$ cat src/logic/rms_pkg.sv
`default_nettype none

package rms_pkg;

	//////////////////////////////////////////////////
	// Data widths
	//////////////////////////////////////////////////

	// Host FIFO word
	localparam int WORD_W = 32;
	// Sample sits in the low bits of a word
	localparam int SAMPLE_W = 16;
	// Room for WINDOW_LEN full-scale squares
	localparam int SUM_W = 40;
	localparam int MEAN_W = 32;
	localparam int ROOT_W = 16;

	// Samples per window
	localparam int WINDOW_LEN = 8;
	localparam int COUNT_W = 4;

	// Iteration counters for the divider and the root unit
	localparam int DIV_ITER_W = $clog2(SUM_W + 1);
	localparam int SQRT_ITER_W = $clog2(ROOT_W + 1);
	// Signed partial remainder of the root, two guard bits plus sign
	localparam int SQRT_REM_W = ROOT_W + 3;

	//////////////////////////////////////////////////
	// FSM encodings
	//////////////////////////////////////////////////

	typedef enum logic [1:0]
	{
		RD_IDLE,
		RD_READ,
		RD_CAPTURE,
		RD_WAIT_PROC
	} reader_state_t;

	typedef enum logic [2:0]
	{
		PROC_IDLE,
		PROC_ACCUM,
		PROC_DIVIDE,
		PROC_ROOT,
		PROC_EMIT
	} proc_state_t;

	typedef enum logic [1:0]
	{
		WR_IDLE,
		WR_WAIT_SPACE,
		WR_WRITE
	} writer_state_t;

	// Active-low segments, bit 0 is segment a
	function automatic logic [6:0] seg_of_nibble(input logic [3:0] nibble);
		logic [6:0] seg;
		case (nibble)
			4'h0: seg = 7'h40;
			4'h1: seg = 7'h79;
			4'h2: seg = 7'h24;
			4'h3: seg = 7'h30;
			4'h4: seg = 7'h19;
			4'h5: seg = 7'h12;
			4'h6: seg = 7'h02;
			4'h7: seg = 7'h78;
			4'h8: seg = 7'h00;
			4'h9: seg = 7'h10;
			4'ha: seg = 7'h08;
			4'hb: seg = 7'h03;
			4'hc: seg = 7'h46;
			4'hd: seg = 7'h21;
			4'he: seg = 7'h06;
			default: seg = 7'h0e;
		endcase
		return seg;
	endfunction

endpackage

`default_nettype wire

$ cat src/logic/fifo_result_writer.sv
`default_nettype none

module fifo_result_writer
	import rms_pkg::*;
(
	input  logic              CLOCK_50,
	input  logic              rst_n,
	input  logic              result_strobe,
	input  logic [ROOT_W-1:0] result_root,
	input  logic              snk_full,
	output logic              writer_busy,
	output logic              snk_write,
	output logic [WORD_W-1:0] snk_writedata
);

	writer_state_t state_q;

	// Write goes out in the same cycle that full is seen low
	always_comb
	begin
		snk_write = (state_q == WR_WAIT_SPACE) && !snk_full;
		writer_busy = (state_q != WR_IDLE);
	end

	//////////////////////////////////////////////////
	// Hold result until the sink has room
	//////////////////////////////////////////////////

	always_ff @(posedge CLOCK_50 or negedge rst_n)
	begin
		if (!rst_n)
			state_q <= WR_IDLE;
		else
		begin
			case (state_q)
				WR_IDLE:
				begin
					if (result_strobe)
						state_q <= WR_WAIT_SPACE;
				end
				WR_WAIT_SPACE:
				begin
					if (!snk_full)
						state_q <= WR_WRITE;
				end
				default:
				begin
					// One cycle after the pulse before taking the next result
					state_q <= WR_IDLE;
				end
			endcase
		end
	end

	// Zero-extended root
	always_ff @(posedge CLOCK_50)
	begin
		if (result_strobe && state_q == WR_IDLE)
			snk_writedata <= WORD_W'(result_root);
	end

endmodule

`default_nettype wire

$ cat src/logic/fifo_sample_reader.sv
`default_nettype none

module fifo_sample_reader
	import rms_pkg::*;
(
	input  logic                CLOCK_50,
	input  logic                rst_n,
	input  logic                src_empty,
	input  logic [WORD_W-1:0]   src_readdata,
	input  logic                busy,
	output logic                src_read,
	output logic                sample_strobe,
	output logic [SAMPLE_W-1:0] sample
);

	reader_state_t state_q;

	//////////////////////////////////////////////////
	// Poll, pop, capture, hand over
	//////////////////////////////////////////////////

	always_ff @(posedge CLOCK_50 or negedge rst_n)
	begin
		if (!rst_n)
		begin
			state_q <= RD_IDLE;
			src_read <= 1'b0;
			sample_strobe <= 1'b0;
		end
		else
		begin
			// Pulses last a single cycle
			src_read <= 1'b0;
			sample_strobe <= 1'b0;
			case (state_q)
				RD_IDLE:
				begin
					// Only one sample in flight
					if (!src_empty && !busy)
					begin
						src_read <= 1'b1;
						state_q <= RD_READ;
					end
				end
				RD_READ:
				begin
					// Popped word shows up next cycle
					state_q <= RD_CAPTURE;
				end
				RD_CAPTURE:
				begin
					sample_strobe <= 1'b1;
					state_q <= RD_WAIT_PROC;
				end
				default:
				begin
					// Busy rises a cycle after the strobe, so strobe must be gone too
					if (!sample_strobe && !busy)
						state_q <= RD_IDLE;
				end
			endcase
		end
	end

	// Low half of the word is the sample
	always_ff @(posedge CLOCK_50)
	begin
		if (state_q == RD_CAPTURE)
			sample <= src_readdata[SAMPLE_W-1:0];
	end

endmodule

`default_nettype wire

$ cat src/logic/hex_display.sv
`default_nettype none

module hex_display
	import rms_pkg::*;
(
	input  logic               CLOCK_50,
	input  logic               rst_n,
	input  logic               result_strobe,
	input  logic [ROOT_W-1:0]  result_root,
	input  logic [COUNT_W-1:0] window_pos,
	output logic [6:0]         hex0,
	output logic [6:0]         hex1,
	output logic [6:0]         hex2,
	output logic [6:0]         hex3,
	output logic [6:0]         hex4,
	output logic [6:0]         hex5
);

	logic [ROOT_W-1:0] root_q;
	logic [COUNT_W-1:0] pos_q;

	//////////////////////////////////////////////////
	// Last result shown on the board
	//////////////////////////////////////////////////

	// Cleared so the digits read zero out of reset
	always_ff @(posedge CLOCK_50 or negedge rst_n)
	begin
		if (!rst_n)
		begin
			root_q <= '0;
			pos_q <= '0;
		end
		else if (result_strobe)
		begin
			root_q <= result_root;
			pos_q <= window_pos;
		end
	end

	always_comb
	begin
		// Root, lowest nibble on digit 0
		hex0 = seg_of_nibble(root_q[3:0]);
		hex1 = seg_of_nibble(root_q[7:4]);
		hex2 = seg_of_nibble(root_q[11:8]);
		hex3 = seg_of_nibble(root_q[15:12]);
		// Position within the window
		hex4 = seg_of_nibble(pos_q);
		// Unused digit
		hex5 = seg_of_nibble(4'h0);
	end

endmodule

`default_nettype wire

$ cat src/logic/int_divider.sv
`default_nettype none

module int_divider
	import rms_pkg::*;
(
	input  logic               CLOCK_50,
	input  logic               rst_n,
	input  logic               div_start,
	input  logic [SUM_W-1:0]   dividend,
	input  logic [COUNT_W-1:0] divisor,
	output logic               div_done,
	output logic [MEAN_W-1:0]  quotient
);

	logic active_q;
	logic [DIV_ITER_W-1:0] iter_q;
	// Dividend shifts out the top while quotient bits shift in below
	logic [SUM_W-1:0] dvd_q;
	logic [COUNT_W-1:0] rem_q;
	logic [COUNT_W-1:0] dsr_q;
	logic [COUNT_W:0] rem_shift;
	logic [COUNT_W:0] rem_diff;
	logic q_bit;
	logic [COUNT_W-1:0] rem_next;
	logic [SUM_W-1:0] dvd_next;
	logic last_iter;

	//////////////////////////////////////////////////
	// One restoring step
	//////////////////////////////////////////////////

	always_comb
	begin
		rem_shift = {rem_q, dvd_q[SUM_W-1]};
		rem_diff = rem_shift - {1'b0, dsr_q};
		// No borrow means the divisor fits
		q_bit = ~rem_diff[COUNT_W];
		rem_next = q_bit ? rem_diff[COUNT_W-1:0] : rem_shift[COUNT_W-1:0];
		dvd_next = {dvd_q[SUM_W-2:0], q_bit};
		last_iter = active_q && (iter_q == DIV_ITER_W'(1));
	end

	always_ff @(posedge CLOCK_50 or negedge rst_n)
	begin
		if (!rst_n)
		begin
			active_q <= 1'b0;
			iter_q <= '0;
			div_done <= 1'b0;
		end
		else
		begin
			div_done <= last_iter;
			if (div_start)
			begin
				active_q <= 1'b1;
				iter_q <= DIV_ITER_W'(SUM_W);
			end
			else if (active_q)
			begin
				iter_q <= iter_q - 1'b1;
				if (last_iter)
					active_q <= 1'b0;
			end
		end
	end

	// Datapath
	always_ff @(posedge CLOCK_50)
	begin
		if (div_start)
		begin
			dvd_q <= dividend;
			rem_q <= '0;
			dsr_q <= divisor;
		end
		else if (active_q)
		begin
			dvd_q <= dvd_next;
			rem_q <= rem_next;
		end
		// Mean of a window always fits in MEAN_W
		if (last_iter)
			quotient <= dvd_next[MEAN_W-1:0];
	end

endmodule

`default_nettype wire

$ cat src/logic/int_sqrt.sv
`default_nettype none

module int_sqrt
	import rms_pkg::*;
(
	input  logic              CLOCK_50,
	input  logic              rst_n,
	input  logic              sqrt_start,
	input  logic [MEAN_W-1:0] radicand,
	output logic              sqrt_done,
	output logic [ROOT_W-1:0] root
);

	logic active_q;
	logic [SQRT_ITER_W-1:0] iter_q;
	logic [MEAN_W-1:0] rad_q;
	// Two's complement remainder, MSB is the sign
	logic [SQRT_REM_W-1:0] rem_q;
	logic [ROOT_W-1:0] root_q;
	logic [SQRT_REM_W-1:0] rem_shift;
	logic [SQRT_REM_W-1:0] rem_next;
	logic [ROOT_W-1:0] root_next;
	logic last_iter;

	//////////////////////////////////////////////////
	// Non-restoring step, one root bit
	//////////////////////////////////////////////////

	always_comb
	begin
		// Bring down the next bit pair
		rem_shift = {rem_q[SQRT_REM_W-3:0], rad_q[MEAN_W-1:MEAN_W-2]};
		if (rem_q[SQRT_REM_W-1])
			rem_next = rem_shift + {1'b0, root_q, 2'b11};
		else
			rem_next = rem_shift - {1'b0, root_q, 2'b01};
		// Non-negative remainder gives a one
		root_next = {root_q[ROOT_W-2:0], ~rem_next[SQRT_REM_W-1]};
		last_iter = active_q && (iter_q == SQRT_ITER_W'(1));
	end

	always_ff @(posedge CLOCK_50 or negedge rst_n)
	begin
		if (!rst_n)
		begin
			active_q <= 1'b0;
			iter_q <= '0;
			sqrt_done <= 1'b0;
		end
		else
		begin
			sqrt_done <= last_iter;
			if (sqrt_start)
			begin
				active_q <= 1'b1;
				iter_q <= SQRT_ITER_W'(ROOT_W);
			end
			else if (active_q)
			begin
				iter_q <= iter_q - 1'b1;
				if (last_iter)
					active_q <= 1'b0;
			end
		end
	end

	// Datapath
	always_ff @(posedge CLOCK_50)
	begin
		if (sqrt_start)
		begin
			rad_q <= radicand;
			rem_q <= '0;
			root_q <= '0;
		end
		else if (active_q)
		begin
			rad_q <= {rad_q[MEAN_W-3:0], 2'b00};
			rem_q <= rem_next;
			root_q <= root_next;
		end
		// Floor root, remainder is not needed
		if (last_iter)
			root <= root_next;
	end

endmodule

`default_nettype wire

$ cat src/logic/rms_accumulator.sv
`default_nettype none

module rms_accumulator
	import rms_pkg::*;
(
	input  logic                CLOCK_50,
	input  logic                rst_n,
	input  logic                sample_strobe,
	input  logic [SAMPLE_W-1:0] sample,
	input  logic                div_done,
	input  logic [MEAN_W-1:0]   quotient,
	input  logic                sqrt_done,
	input  logic [ROOT_W-1:0]   root,
	input  logic                writer_busy,
	output logic                busy,
	output logic                div_start,
	output logic [SUM_W-1:0]    sum,
	output logic [COUNT_W-1:0]  count,
	output logic                sqrt_start,
	output logic [MEAN_W-1:0]   mean_out,
	output logic                result_strobe,
	output logic [ROOT_W-1:0]   result_root,
	output logic [COUNT_W-1:0]  window_pos
);

	proc_state_t state_q;
	logic [2*SAMPLE_W-1:0] square;
	logic emit_now;

	// Sample stays put in the reader until busy drops
	always_comb
	begin
		square = sample * sample;
		emit_now = (state_q == PROC_EMIT) && !writer_busy;
	end

	//////////////////////////////////////////////////
	// Sequencer
	//////////////////////////////////////////////////

	always_ff @(posedge CLOCK_50 or negedge rst_n)
	begin
		if (!rst_n)
		begin
			state_q <= PROC_IDLE;
			busy <= 1'b0;
			div_start <= 1'b0;
			sqrt_start <= 1'b0;
			result_strobe <= 1'b0;
			sum <= '0;
			count <= '0;
		end
		else
		begin
			div_start <= 1'b0;
			sqrt_start <= 1'b0;
			result_strobe <= 1'b0;
			case (state_q)
				PROC_IDLE:
				begin
					if (sample_strobe)
					begin
						busy <= 1'b1;
						state_q <= PROC_ACCUM;
					end
				end
				PROC_ACCUM:
				begin
					// Divider picks up the new sum and count with the start pulse
					sum <= sum + SUM_W'(square);
					count <= count + 1'b1;
					div_start <= 1'b1;
					state_q <= PROC_DIVIDE;
				end
				PROC_DIVIDE:
				begin
					if (div_done)
					begin
						sqrt_start <= 1'b1;
						state_q <= PROC_ROOT;
					end
				end
				PROC_ROOT:
				begin
					if (sqrt_done)
						state_q <= PROC_EMIT;
				end
				default:
				begin
					// Hold the result until the writer is free
					if (emit_now)
					begin
						result_strobe <= 1'b1;
						busy <= 1'b0;
						state_q <= PROC_IDLE;
						// End of window
						if (count == COUNT_W'(WINDOW_LEN))
						begin
							sum <= '0;
							count <= '0;
						end
					end
				end
			endcase
		end
	end

	// Results of each step
	always_ff @(posedge CLOCK_50)
	begin
		if (div_done && state_q == PROC_DIVIDE)
			mean_out <= quotient;
		if (sqrt_done && state_q == PROC_ROOT)
			result_root <= root;
		if (emit_now)
			window_pos <= count;
	end

endmodule

`default_nettype wire

$ cat src/logic/rms_top.sv
`default_nettype none

module rms_top
	import rms_pkg::*;
(
	input  logic              CLOCK_50,
	input  logic              rst_n,
	input  logic              src_empty,
	input  logic [WORD_W-1:0] src_readdata,
	input  logic              snk_full,
	output logic              src_read,
	output logic              snk_write,
	output logic [WORD_W-1:0] snk_writedata,
	output logic [6:0]        hex0,
	output logic [6:0]        hex1,
	output logic [6:0]        hex2,
	output logic [6:0]        hex3,
	output logic [6:0]        hex4,
	output logic [6:0]        hex5
);

	// Reader to accumulator
	logic sample_strobe;
	logic [SAMPLE_W-1:0] sample;
	logic busy;
	// Divider
	logic div_start;
	logic div_done;
	logic [SUM_W-1:0] sum;
	logic [COUNT_W-1:0] count;
	logic [MEAN_W-1:0] quotient;
	// Root unit
	logic sqrt_start;
	logic sqrt_done;
	logic [MEAN_W-1:0] mean_out;
	logic [ROOT_W-1:0] root;
	// Result toward writer and display
	logic result_strobe;
	logic [ROOT_W-1:0] result_root;
	logic [COUNT_W-1:0] window_pos;
	logic writer_busy;

	//////////////////////////////////////////////////
	// Input side
	//////////////////////////////////////////////////

	fifo_sample_reader u_reader (
		.CLOCK_50      (CLOCK_50),
		.rst_n         (rst_n),
		.src_empty     (src_empty),
		.src_readdata  (src_readdata),
		.busy          (busy),
		.src_read      (src_read),
		.sample_strobe (sample_strobe),
		.sample        (sample)
	);

	//////////////////////////////////////////////////
	// Processing
	//////////////////////////////////////////////////

	rms_accumulator u_accum (
		.CLOCK_50      (CLOCK_50),
		.rst_n         (rst_n),
		.sample_strobe (sample_strobe),
		.sample        (sample),
		.div_done      (div_done),
		.quotient      (quotient),
		.sqrt_done     (sqrt_done),
		.root          (root),
		.writer_busy   (writer_busy),
		.busy          (busy),
		.div_start     (div_start),
		.sum           (sum),
		.count         (count),
		.sqrt_start    (sqrt_start),
		.mean_out      (mean_out),
		.result_strobe (result_strobe),
		.result_root   (result_root),
		.window_pos    (window_pos)
	);

	// Sum over samples so far
	int_divider u_div (
		.CLOCK_50  (CLOCK_50),
		.rst_n     (rst_n),
		.div_start (div_start),
		.dividend  (sum),
		.divisor   (count),
		.div_done  (div_done),
		.quotient  (quotient)
	);

	int_sqrt u_sqrt (
		.CLOCK_50   (CLOCK_50),
		.rst_n      (rst_n),
		.sqrt_start (sqrt_start),
		.radicand   (mean_out),
		.sqrt_done  (sqrt_done),
		.root       (root)
	);

	//////////////////////////////////////////////////
	// Output side
	//////////////////////////////////////////////////

	fifo_result_writer u_writer (
		.CLOCK_50      (CLOCK_50),
		.rst_n         (rst_n),
		.result_strobe (result_strobe),
		.result_root   (result_root),
		.snk_full      (snk_full),
		.writer_busy   (writer_busy),
		.snk_write     (snk_write),
		.snk_writedata (snk_writedata)
	);

	hex_display u_hex (
		.CLOCK_50      (CLOCK_50),
		.rst_n         (rst_n),
		.result_strobe (result_strobe),
		.result_root   (result_root),
		.window_pos    (window_pos),
		.hex0          (hex0),
		.hex1          (hex1),
		.hex2          (hex2),
		.hex3          (hex3),
		.hex4          (hex4),
		.hex5          (hex5)
	);

endmodule

`default_nettype wire
$ cat config.mk
export PLATFORM = sky130hd
export DESIGN_NAME = rms_top
export DESIGN_NICKNAME = d
export VERILOG_FILES = /design/src/logic/rms_pkg.sv /design/src/logic/fifo_result_writer.sv /design/src/logic/fifo_sample_reader.sv /design/src/logic/hex_display.sv /design/src/logic/int_divider.sv /design/src/logic/int_sqrt.sv /design/src/logic/rms_accumulator.sv /design/src/logic/rms_top.sv
export SDC_FILE = /design/constraint.sdc
export NUM_CORES = 1
export LEC_CHECK = 0
export ABC_CLOCK_PERIOD_IN_PS = 8700
export BUFFER_PORTS_ARGS = -buffer_cell sky130_fd_sc_hd__buf_2
export CORE_MARGIN = 2
export CORE_UTILIZATION = 30
export CTS_CLUSTER_DIAMETER = 40
export DETAILED_ROUTE_END_ITERATION = 12
export SLEW_MARGIN = 5
export SYNTH_ARGS = -nofsm -noshare
export SYNTH_HDL_FRONTEND = slang
export SYNTH_SLANG_ARGS = --single-unit
$ cat constraint.sdc
create_clock -name CLOCK_50 -period 8.7 [get_ports CLOCK_50]
set_clock_uncertainty 0.2 [all_clocks]
set_input_delay 1.74 -clock CLOCK_50 [delete_from_list [all_inputs] [get_ports CLOCK_50]]
set_output_delay 1.74 -clock CLOCK_50 [all_outputs]
set_load 0.1 [all_outputs]
**After elaboration in Yosys (flattened, before gate mapping)**

Memories as Yosys holds them, arrays and structs flattened.
Cells that the tools add are included.

- Flip-flop bits (word level): 339
- Latch bits: 0
- RAM bits: 0
- Bits in read-only memories: 560
- Input bits: 36
- Output and inout bits: 76
- Logic and storage cells: 142
- Memories: 5

- Add/subtract/negate cells: 7
- Multipliers: 1
- Divide/modulo/power cells: 0
- $lt $le $gt $ge: 0
- Equality and inequality tests: 16
- Shift operators: 0
- Multiplexer cells: 44
- Bitwise logic cells: 4
- Reduce and logical (&&, ||, !) cells: 33

Memories:

| memory | words | bits a word | rd ports | clocked after Yosys merged registers in | wr ports | RTL line | text |
|---|---|---|---|---|---|---|---|
| (name not given) | 16 | 7 | 1 | 0 | 0 | rms_pkg.sv:59 | `case (nibble)` |
| (name not given) | 16 | 7 | 1 | 0 | 0 | rms_pkg.sv:59 |  |
| (name not given) | 16 | 7 | 1 | 0 | 0 | rms_pkg.sv:59 |  |
| (name not given) | 16 | 7 | 1 | 0 | 0 | rms_pkg.sv:59 |  |
| (name not given) | 16 | 7 | 1 | 0 | 0 | rms_pkg.sv:59 |  |

Operators with widths:

| operator | count |
|---|---|
| $mux W40 | 4 |
| $pmux W40 S2 | 1 |
| $mux W32 | 2 |
| $add A40 B32 Y40 | 1 |
| $mul A16 B16 Y32 | 1 |
| $add A19 B18 Y19 | 1 |
| $mux W19 | 1 |
| $sub A19 B18 Y19 | 1 |
| $mux W1 | 16 |
| $mux W3 | 4 |
| $mux W4 | 3 |
| $mux W6 | 2 |
| $pmux W3 S4 | 1 |
| $reduce_bool A2 Y1 | 6 |
| $mux W5 | 2 |
| $logic_and A1 B1 Y1 | 9 |
| $mux W2 | 4 |
| $pmux W4 S2 | 1 |
| $eq A3 B2 Y1 const B | 2 |
| $eq A6 B1 Y1 const B | 1 |
| $ne A2 B1 Y1 const B | 3 |
| $ne A2 B2 Y1 const B | 3 |
| $pmux W2 S3 | 1 |
| $reduce_and A3 Y1 | 2 |
| other kinds (22) | 33 |

**Logic depth before layout (Yosys ltp)**

Gate-level depths: netlist (run 1).

- Word-level depth: 5
- Depth in mapped cells: 25

**By module**

A second synthesis (run 1) with hierarchy kept.

- Cell total of the unflattened synthesis: 2124
- Area total of the unflattened synthesis: 23555.1 um^2

Modules (own cells, without submodules):

| module | instances | cells an instance | area an instance (um^2) |
|---|---|---|---|
| rms_accumulator | 1 | 1269 | 12263.0 |
| int_sqrt | 1 | 349 | 4329.2 |
| int_divider | 1 | 204 | 3497.1 |
| hex_display | 1 | 226 | 2078.2 |
| fifo_result_writer | 1 | 42 | 701.9 |
| fifo_sample_reader | 1 | 34 | 685.7 |

**Worst setup path before layout (run 1)**

No wires, ideal clock.

- Path type: register to register
- Start: reg u_reader.sample[4]
- End: reg u_accum.sum[33]
- Setup time: 0.122 ns
- Data arrival time: 5.914 ns
- Required time: 8.378 ns
- Setup slack: 2.465 ns
- Cell stages (with the launch flop): 25
- Path buffers: 1
- Path through: edfxtp_1 clkbuf_1 inv_1 nor2_1 inv_1 fa_1 inv_1 fa_1 inv_1 fa_1 inv_1 fa_1 fa_1 inv_1 fa_1 inv_1 ha_1 a21o_1 a311oi_1 o31ai_1 nor3b_2 nor3_1 o211ai_1 nand3_1 a32o_1

- Word-level cells in the longest chain between the ends: 3

Ends and longest elaborated chain:

| item | RTL line | text |
|---|---|---|
| start: declaration | fifo_sample_reader.sv:13 | `output logic [SAMPLE_W-1:0] sample` |
| start signal: assignment | fifo_sample_reader.sv:69 | `sample <= src_readdata[SAMPLE_W-1:0];` |
| $mul A16 B16 Y32 | rms_accumulator.sv:33 | `square = sample * sample;` |
| $add A40 B32 Y40 | rms_accumulator.sv:70 | `sum <= sum + SUM_W'(square);` |
| $pmux W40 S2 | rms_accumulator.sv:58 | `case (state_q)` |
| end signal: assignment | rms_accumulator.sv:70 |  |
| end: declaration | rms_accumulator.sv:17 | `output logic [SUM_W-1:0] sum,` |

No other way between the ends.
A chain may end at the register's enable or synchronous reset.

**Final worst setup path (run 1)**

- Start: reg u_reader.sample[10]
- End: reg u_accum.sum[39]

The elaborated chain is that of the path after synthesis.

==> impl.org, run 1 <==
** STA
- Final-report max-slew violation count :: 0
- Based on the critical path, the design can be clocked at up to 0.135 GHz.
- In the final timing run, aggregate negative setup slack is 0 ns.
- Setup slack closes at 1.30 ns.
- Number of hold violations in the final report :: 0
- Setup violation total in the final timing report :: 0
- At the pin with the least slew margin, the transition time is 0.980 ns.
- Final Cycle Share :: 85.1%
- Post-route minimum period :: 7.40 ns
- The worst pin sits at a relative slew slack of 34.7%.
- RSZ-0062 raised after global routing :: false

** Placed design
- Routability-driven placement finished with a final weighted congestion of 0.824.
- Half-perimeter wire length after detailed placement :: 32900 um
- Post-Place Worst Slack :: 1.45 ns
- Total of buffers placed on input and output ports :: 72

** Clock tree
- The tree built by TritonCTS fans out to 338 sinks.
- Post-CTS setup buffers :: 0
- The clock tree synthesis step divided the H-tree into 2 levels.
- Skew-Pair Late Insertion Delay :: 0.56 ns
- In this run the clock root is driven by a sky130_fd_sc_hd__clkbuf_16.
- Clock slew at reported path FFs :: 0.06 ns
- Gates resized, CTS repair :: 0
- Hold repair after CTS inserted 0 buffers.
- Number of CTS-inserted buffers :: 41
- TritonCTS built the clock tree.
- CTS max path bufs :: 3

** Worst setup path
- The worst register-to-register path ends at u_accum.sum[39].
- Required arrival time at the worst endpoint :: 8.92 ns
- In this design, the critical path's most frequently occurring cell is sky130_fd_sc_hd__inv_1.
- The cell family contributing the most delay on the critical path is adder cells.
- Together, buffers and inverters on the worst path number 7.
- STA classifies the critical path startpoint as a flop.
- Depth of the worst register-to-register path :: 23
- Of all nets on the critical path, the largest fanout is 12.
- R2R setup slack :: 1.30 ns
- Traced cell by cell, the critical path runs through inv_1 > nor2_1 > inv_1 > fa_1 > inv_1 > fa_1 > inv_1 > fa_1 > inv_1 > fa_1 > fa_1 > inv_1 > fa_1 > inv_1 > ha_1 > a21o_1 > a311oi_1 > o31ai_1 > nor3b_2 > nor3_1 > o2111ai_1 > a21oi_1 > mux2i_1.
- On the worst path, the slowest cell contributes a delay of 0.75 ns.
- STA puts the critical path data arrival time at 7.63 ns.
- Kind of critical path :: reg -> reg
- Crit path capture type :: flop
- Start of the worst register-to-register path :: u_reader.sample[10]
- Slowest cell on the critical path :: sky130_fd_sc_hd__edfxtp_1

** Detailed routing
- The final route contains 14100 vias.
- Routed wire length per instance :: 13.7 um
- Post-route antenna net violation count :: 0
- In the routed design, unresolved DRC markers number 0.
- Iteration-0 DRC count of the detailed router :: 778
- The pre-antenna-repair detailed-routing pass consisted of 5 iterations.
- After detailed routing, the total wire length is 43400 um.
- Using the TritonRoute via totals, the vias-per-cell ratio works out to 4.47.

** Logic synthesis
- For this run, the leading register cell type out of synthesis is sky130_fd_sc_hd__edfxtp_1.
- For this run, the number of Yosys warnings is 0.
- Share of synthesized registers carrying an async set or reset :: 27.2%
- The synthesized netlist occupies a cell area of 23000 um2.
- Cell accounting for the most synthesized area :: sky130_fd_sc_hd__edfxtp_1
- Number of enable flip-flop cells after synthesis :: 208
- Averaged over all synthesized cells, the footprint is 11.0 um2.
- Cells after Synth :: 2095
- Number of distinct standard cells referenced by the synthesized netlist :: 69
- In the post-synthesis netlist, the biggest area contributors are sky130_fd_sc_hd__edfxtp_1 27%, sky130_fd_sc_hd__fa_1 17%, sky130_fd_sc_hd__dfrtp_1 10%.
- Sequential area share after synthesis :: 40.5%
- Of the post-synthesis cell area, the dominant cell type holds 27.2%.
- The synthesized design contains 338 register bits.

** Cells and area
- Final core area utilization :: 33.8%
- The number of antenna diodes in the final layout is 0.
- For this run, the post-layout net count is 2546.
- Area added between synthesis and finish :: 11.7%
- Fraction of final layout cells with drive strength greater than 1 :: 11.7%

** Global routing
- Pin count of the biggest net entering global routing :: 75
- For this run the aggregate overflow at the end of global routing stands at 0.
- Wire length of the first global-routing pass :: 73600 um
- The number of global-route vias before repair came to 14800.
- Global routing used 11.3% of the available tracks across all layers.
- Number of antenna violations at the first check in global routing :: 0

** Run
- Across the run, the number of max-cap violations was 0.

** Die
- Measured along the y axis, the die boundary spans 281 um.
- The initialized floorplan defines 101 standard-cell rows.
- Once the floorplan was initialized, standard cells occupied 30.3% of the core.
- Horizontal die dimension :: 281 um
- Die outline area :: 78800 um2
- Core Footprint :: 75800 um2
- During I/O placement, the number of pins put on the boundary was 112.

** Run status
- Status :: completed

** Hold path
- The worst hold path was traced through 0 stages.
- The tightest min-delay check is of the reg -> reg type.
- The path with the worst hold slack has its endpoint at u_accum.mean_out[21].
- The worst hold path begins at u_div.quotient[21].
==> flip-flops by register name, summed over array words and instances (netlist names), 3 cells and up <==
signal	flops
u_accum.window_pos	4
u_accum.mean_out	32
u_accum.count	4
u_reader.sample	16
u_sqrt.root	16
u_accum.state_q	3
u_div.quotient	32
u_hex.root_q	16
u_div.dsr_q	4
u_div.dvd_q	40
u_sqrt.rem_q	18
u_div.rem_q	4
u_sqrt.root_q	16
u_hex.pos_q	4
u_sqrt.rad_q	32
u_writer.snk_writedata	16
u_sqrt.iter_q	5
u_div.iter_q	6
u_accum.sum	40
u_accum.result_root	16
==> stage by stage <==
stage | cells | hold WS, ns | instance area, um2
2_1_floorplan | 2116 | 0.200 | 23100
3_3_place_gp | 3086 | 0.200 | 24300
3_5_place_dp | 3086 | 0.205 | 24300
4_1_cts | 3162 | 0.203 | 25700
5_1_grt | 3162 | 0.208 | 25700
6_report | 3162 | 0.206 | 25700
==> final cells by class <==
class,instances,area (um2)
Fill cell,7607,50200
Multi-Input combinational cell,1284,11800
Sequential cell,338,9310
Inverter,401,1510
Tap cell,978,1220
Clock buffer,49,1080
Timing Repair Buffer,85,460
Clock inverter,27,264
==> metal layers <==
metal  wire (um)  share of wire [%]  track usage [%]
met1       20800                 48             15.0
met2       20000                 46             18.8
met3        1730                4.0             2.05
met4         892                2.1             3.14
met5           0                  0                0
==> worst reg2reg max path: cells and delay by family (launching register included) <==
family | cells | cell delay, ns
and+or+nand+nor | 3 | 0.88
muxes | 1 | 0.14
buffers and inverters | 7 | 0.68
DFF | 1 | 0.75
AOI/OAI and AO/OA | 5 | 1.14
adders and majority gates | 7 | 3.49
==> cell usage in the layout (no fill, tap or decap), drive strengths merged, types with 6 or more instances in the layout <==
cell type	count
inv	409
edfxtp	208
fa	193
nand2	169
ha	166
nor2	95
dfrtp	92
o21ai	90
mux2	86
buf	85
a21oi	65
xnor2	57
clkbuf	49
and2	48
mux2i	41
dfxtp	38
nand3	29
a21o	25
conb	23
nor3	17
nand2b	17
nor2b	16
clkinv	16
xor2	13
o211ai	11
a211oi	11
o21bai	9
o31ai	9
o21a	8
and3	7
nor3b	7
o22ai	6
nand3b	6
or2	6
==> worst max-delay path by stage <==
stage | start | to | slack [ns] | cells after the start
2_1_floorplan | u_reader.sample[4] | u_accum.sum[33] | 2.46 | 24
3_3_place_gp | u_reader.sample[10] | u_accum.sum[39] | 1.47 | 23
3_5_place_dp | u_reader.sample[3] | u_accum.sum[39] | 1.45 | 23
4_1_cts | u_reader.sample[3] | u_accum.sum[39] | 1.40 | 23
5_1_grt | u_reader.sample[10] | u_accum.sum[39] | 1.06 | 23
6_report | u_reader.sample[10] | u_accum.sum[39] | 1.30 | 23
==> synth_stat cells, drive strengths merged (34+ instances only) <==
library cell / instances
edfxtp: 208
o21ai: 90
fa: 193
xnor2: 57
mux2: 86
ha: 166
inv: 399
clkbuf: 59
nor2: 95
nand2: 169
mux2i: 41
buf: 34
dfxtp: 38
and2: 48
a21oi: 65
dfrtp: 92
==> kinds of logic (layout without fill, tap and decap cells) <==
family,count (synthesis),count (layout),share of synthesized area [%]
compound gates,268,268,7.29
xor+xnor,71,71,2.77
fa+ha+maj,359,359,25.9
buf+inv,494,562,8.45
flops,338,338,40.5
mux,129,129,6.20
other cells,2,23,0.0327
simple gates,434,434,8.89
Power of run 1 is left out: the tool's default activity adds up to more than one toggle a clock period on the data nets, which glitch-free logic cannot reach.
==> run 2: changes to the inputs <==
Settings changed: PLACE_DENSITY from default to 0.56, RECOVER_POWER from default to 50, SETUP_SLACK_MARGIN from default to 0.1.
==> run 2 against run 1 <==
Compared with the run above: the flow now finishes with violations (capacitance limit, slew limit); die area stayed put; critical endpoint is now u_accum.sum[31]; critical path type unchanged; register-to-register slack better by 0.06 ns; critical path depth stayed put; global-route usage is 0.054 points higher.
==> impl.org, run 2 (synthesis gave the netlist of run 1 again) <==
** STA
- Post-route minimum period :: 7.35 ns (was 7.40 ns)
- The summed negative setup slack over all endpoints was 0 ns (unchanged).
- The maximum clock frequency came to 0.136 GHz (was 0.135 GHz).
- Transition time of the tightest slew-check pin :: 3.49 ns (was 0.980 ns)
- Final-report max-slew violation count :: 198 (was 0)
- The worst relative slew slack came to -133% (was 34.7%).
- The count of endpoints failing setup in the final report was 0 (unchanged).
- Number of hold violations in the final report :: 0 (unchanged)
- RSZ-0062 raised after global routing: false (unchanged).
- Final Cycle Share :: 84.5% (was 85.1%)

** Worst setup path
- Required arrival time at the worst endpoint :: 8.95 ns (was 8.92 ns)
- Ordered list of cells on the worst path: inv_1 > nor2_1 > inv_1 > fa_1 > inv_1 > fa_1 > inv_1 > fa_1 > inv_1 > fa_1 > fa_1 > inv_1 > fa_1 > inv_1 > ha_1 > nand2_1 > nor2_1 > nand4_1 > nor3b_2 > nor3_1 > o211ai_1 > a21o_1 > a32o_1 (was inv_1 > nor2_1 > inv_1 > fa_1 > inv_1 > fa_1 > inv_1 > fa_1 > inv_1 > fa_1 > fa_1 > inv_1 > fa_1 > inv_1 > ha_1 > a21o_1 > a311oi_1 > o31ai_1 > nor3b_2 > nor3_1 > o2111ai_1 > a21oi_1 > mux2i_1).
- The kind of capture point of the worst setup path was a flop (unchanged).
- The depth of the worst register-to-register path is 23 (unchanged).
- Most numerous cell on the critical path :: sky130_fd_sc_hd__inv_1 (unchanged)
- Start of the worst register-to-register path :: u_reader.sample[4] (was u_reader.sample[10])
- The endpoint of the worst-slack reg-to-reg timing path is u_accum.sum[31] (was u_accum.sum[39]).
- Startpoint kind of the worst setup timing path :: flop (unchanged)
- Critical Path Fanout Max :: 18 (was 12)
- The data arrival time of the critical path is 7.60 ns (was 7.63 ns).
- The register-to-register path setup slack was 1.35 ns (was 1.30 ns).
- Slowest cell on the critical path :: sky130_fd_sc_hd__edfxtp_1 (unchanged)
- The delay of the slowest cell on the worst path is 0.86 ns (was 0.75 ns).
- Number of buffers and inverters on the critical path :: 7 (unchanged)
- The critical path class is reg -> reg (unchanged).
- The dominant delay contributor by cell family on the critical path is adder cells (unchanged).

** Cells and area
- Top library cells by usage in the layout, fill and taps aside: 399 x sky130_fd_sc_hd__inv_1, 208 x sky130_fd_sc_hd__edfxtp_1, 193 x sky130_fd_sc_hd__fa_1 (unchanged).
- Area added between synthesis and finish :: 12.2% (was 11.7%)
- Net count reported at finish :: 2549 (was 2546)
- The antenna cell count came to 0 (unchanged).
- The share of layout cells above drive strength 1 came to 11.6% (was 11.7%).
- The utilization after layout is 34.0% (was 33.8%).
- The most common cell after layout, fill and taps aside is sky130_fd_sc_hd__inv_1 (unchanged).
- Registers with the most flip-flops :: u_accum.sum x40, u_div.dvd_q x40 (unchanged)

** Detailed routing
- The remaining design rule violation count is 0 (unchanged).
- Detailed-router iteration count before antenna repair :: 5 (unchanged)
- Routed wire length per instance :: 13.6 um (was 13.7 um)
- The via-per-instance ratio came to 4.42 (was 4.47).
- The via count came to 14000 (was 14100).
- The number of design-rule violations left by the first detailed-router iteration was 657 (was 778).
- Final wirelength :: 43100 um (was 43400 um)
- Post-route antenna net violation count :: 0 (unchanged)

** Run status
- Status: finished with violations (was completed).
- The final reports fail on capacitance limit, slew limit.

** Global routing
- The initial antenna violation count is 0 (unchanged).
- All-Layer GR Usage :: 11.3% (about the same)
- The largest net degree at the start of global routing is 74 (was 75).
- The total global routing overflow came to 0 (unchanged).
- Vias in the first global route :: 14800 (about the same)
- The global-route wire length before repair came to 73800 um (was 73600 um).

** Hold path
- Startpoint of the tightest hold check path :: u_div.quotient[15] (was u_div.quotient[21])
- The worst-case hold path end point is u_accum.mean_out[15] (was u_accum.mean_out[21]).
- The depth of the worst hold-timing path is 0 (unchanged).
- The path class of the lowest-slack min-delay path is reg -> reg (unchanged).

** Clock tree
- CTS H-tree lvls :: 2 (unchanged)
- Gates resized, CTS repair :: 0 (unchanged)
- The post-cts hold buffer count is 0 (unchanged).
- The clock-pin slew reported for the worst setup and hold paths after clock tree synthesis is 0.06 ns (about the same).
- The total clock buffers created by CTS came to 44 (was 41).
- TritonCTS clock tree :: yes (unchanged)
- The number of setup buffers added after CTS came to 0 (unchanged).
- Skew-Pair Late Insertion Delay :: 0.58 ns (was 0.56 ns)
- The number of buffers on the longest clock path came to 3 (unchanged).
- The clock root buffer master is sky130_fd_sc_hd__clkbuf_16 (unchanged).
- Total clock sinks :: 338 (unchanged)

** Die
- Die extent in y :: 281 um (unchanged)
- The initial core utilization was 30.3% (unchanged).
- The site row count was 101 (unchanged).
- The horizontal die dimension is 281 um (unchanged).
- Boundary Pins :: 112 (unchanged)
- Die outline area :: 78800 um2 (unchanged)
- Core Footprint :: 75800 um2 (unchanged)

** Placed design
- Half-perimeter wire length after detailed placement :: 32800 um (was 32900 um)
- The final RePlAce weighted congestion is 0.824 (about the same).
- Total of buffers placed on input and output ports :: 72 (unchanged)

** Run
- Number of maximum-capacitance violations :: 4 (was 0)
## run 2: how the worst max path moves through the flow
stage | from | to | slack, ns | cells after the start
finish | u_reader.sample[4] | u_accum.sum[31] | 1.35 | 23
global route | u_reader.sample[4] | u_accum.sum[35] | 1.06 | 23
CTS | u_reader.sample[4] | u_accum.sum[31] | 1.38 | 23
detailed placement | u_reader.sample[4] | u_accum.sum[31] | 1.39 | 23
global placement | u_reader.sample[4] | u_accum.sum[39] | 1.46 | 22
floorplan | u_reader.sample[4] | u_accum.sum[33] | 2.46 | 24
## run 2: metrics by stage
stage	worst slack, ns	hold WS [ns]	area [um2]	cells
after global placement	1.46	0.200	24300	3086
final	1.35	0.205	25800	3168
after CTS	1.38	0.215	25800	3168
after global routing	1.06	0.220	25800	3168
after detailed placement	1.39	0.205	24300	3086
after floorplan	2.46	0.200	23100	2116
## run 2: layout make-up
class / instances / area, um2
multi-input cells: 1284 / 11800
flip-flops and latches: 338 / 9310
clock buffers: 53 / 1160
well taps: 978 / 1220
fillers: 7501 / 50100
repair buffers: 85 / 437
clock inverters: 29 / 320
inverters: 401 / 1510
## run 2: layer usage
layer  share of wire (%)  GRT usage [%]
met5                   0              0
met4                 2.3           3.52
met3                 3.6           1.77
met2                  46           19.0
met1                  48           15.0
Power of run 2 is left out for the same reason.
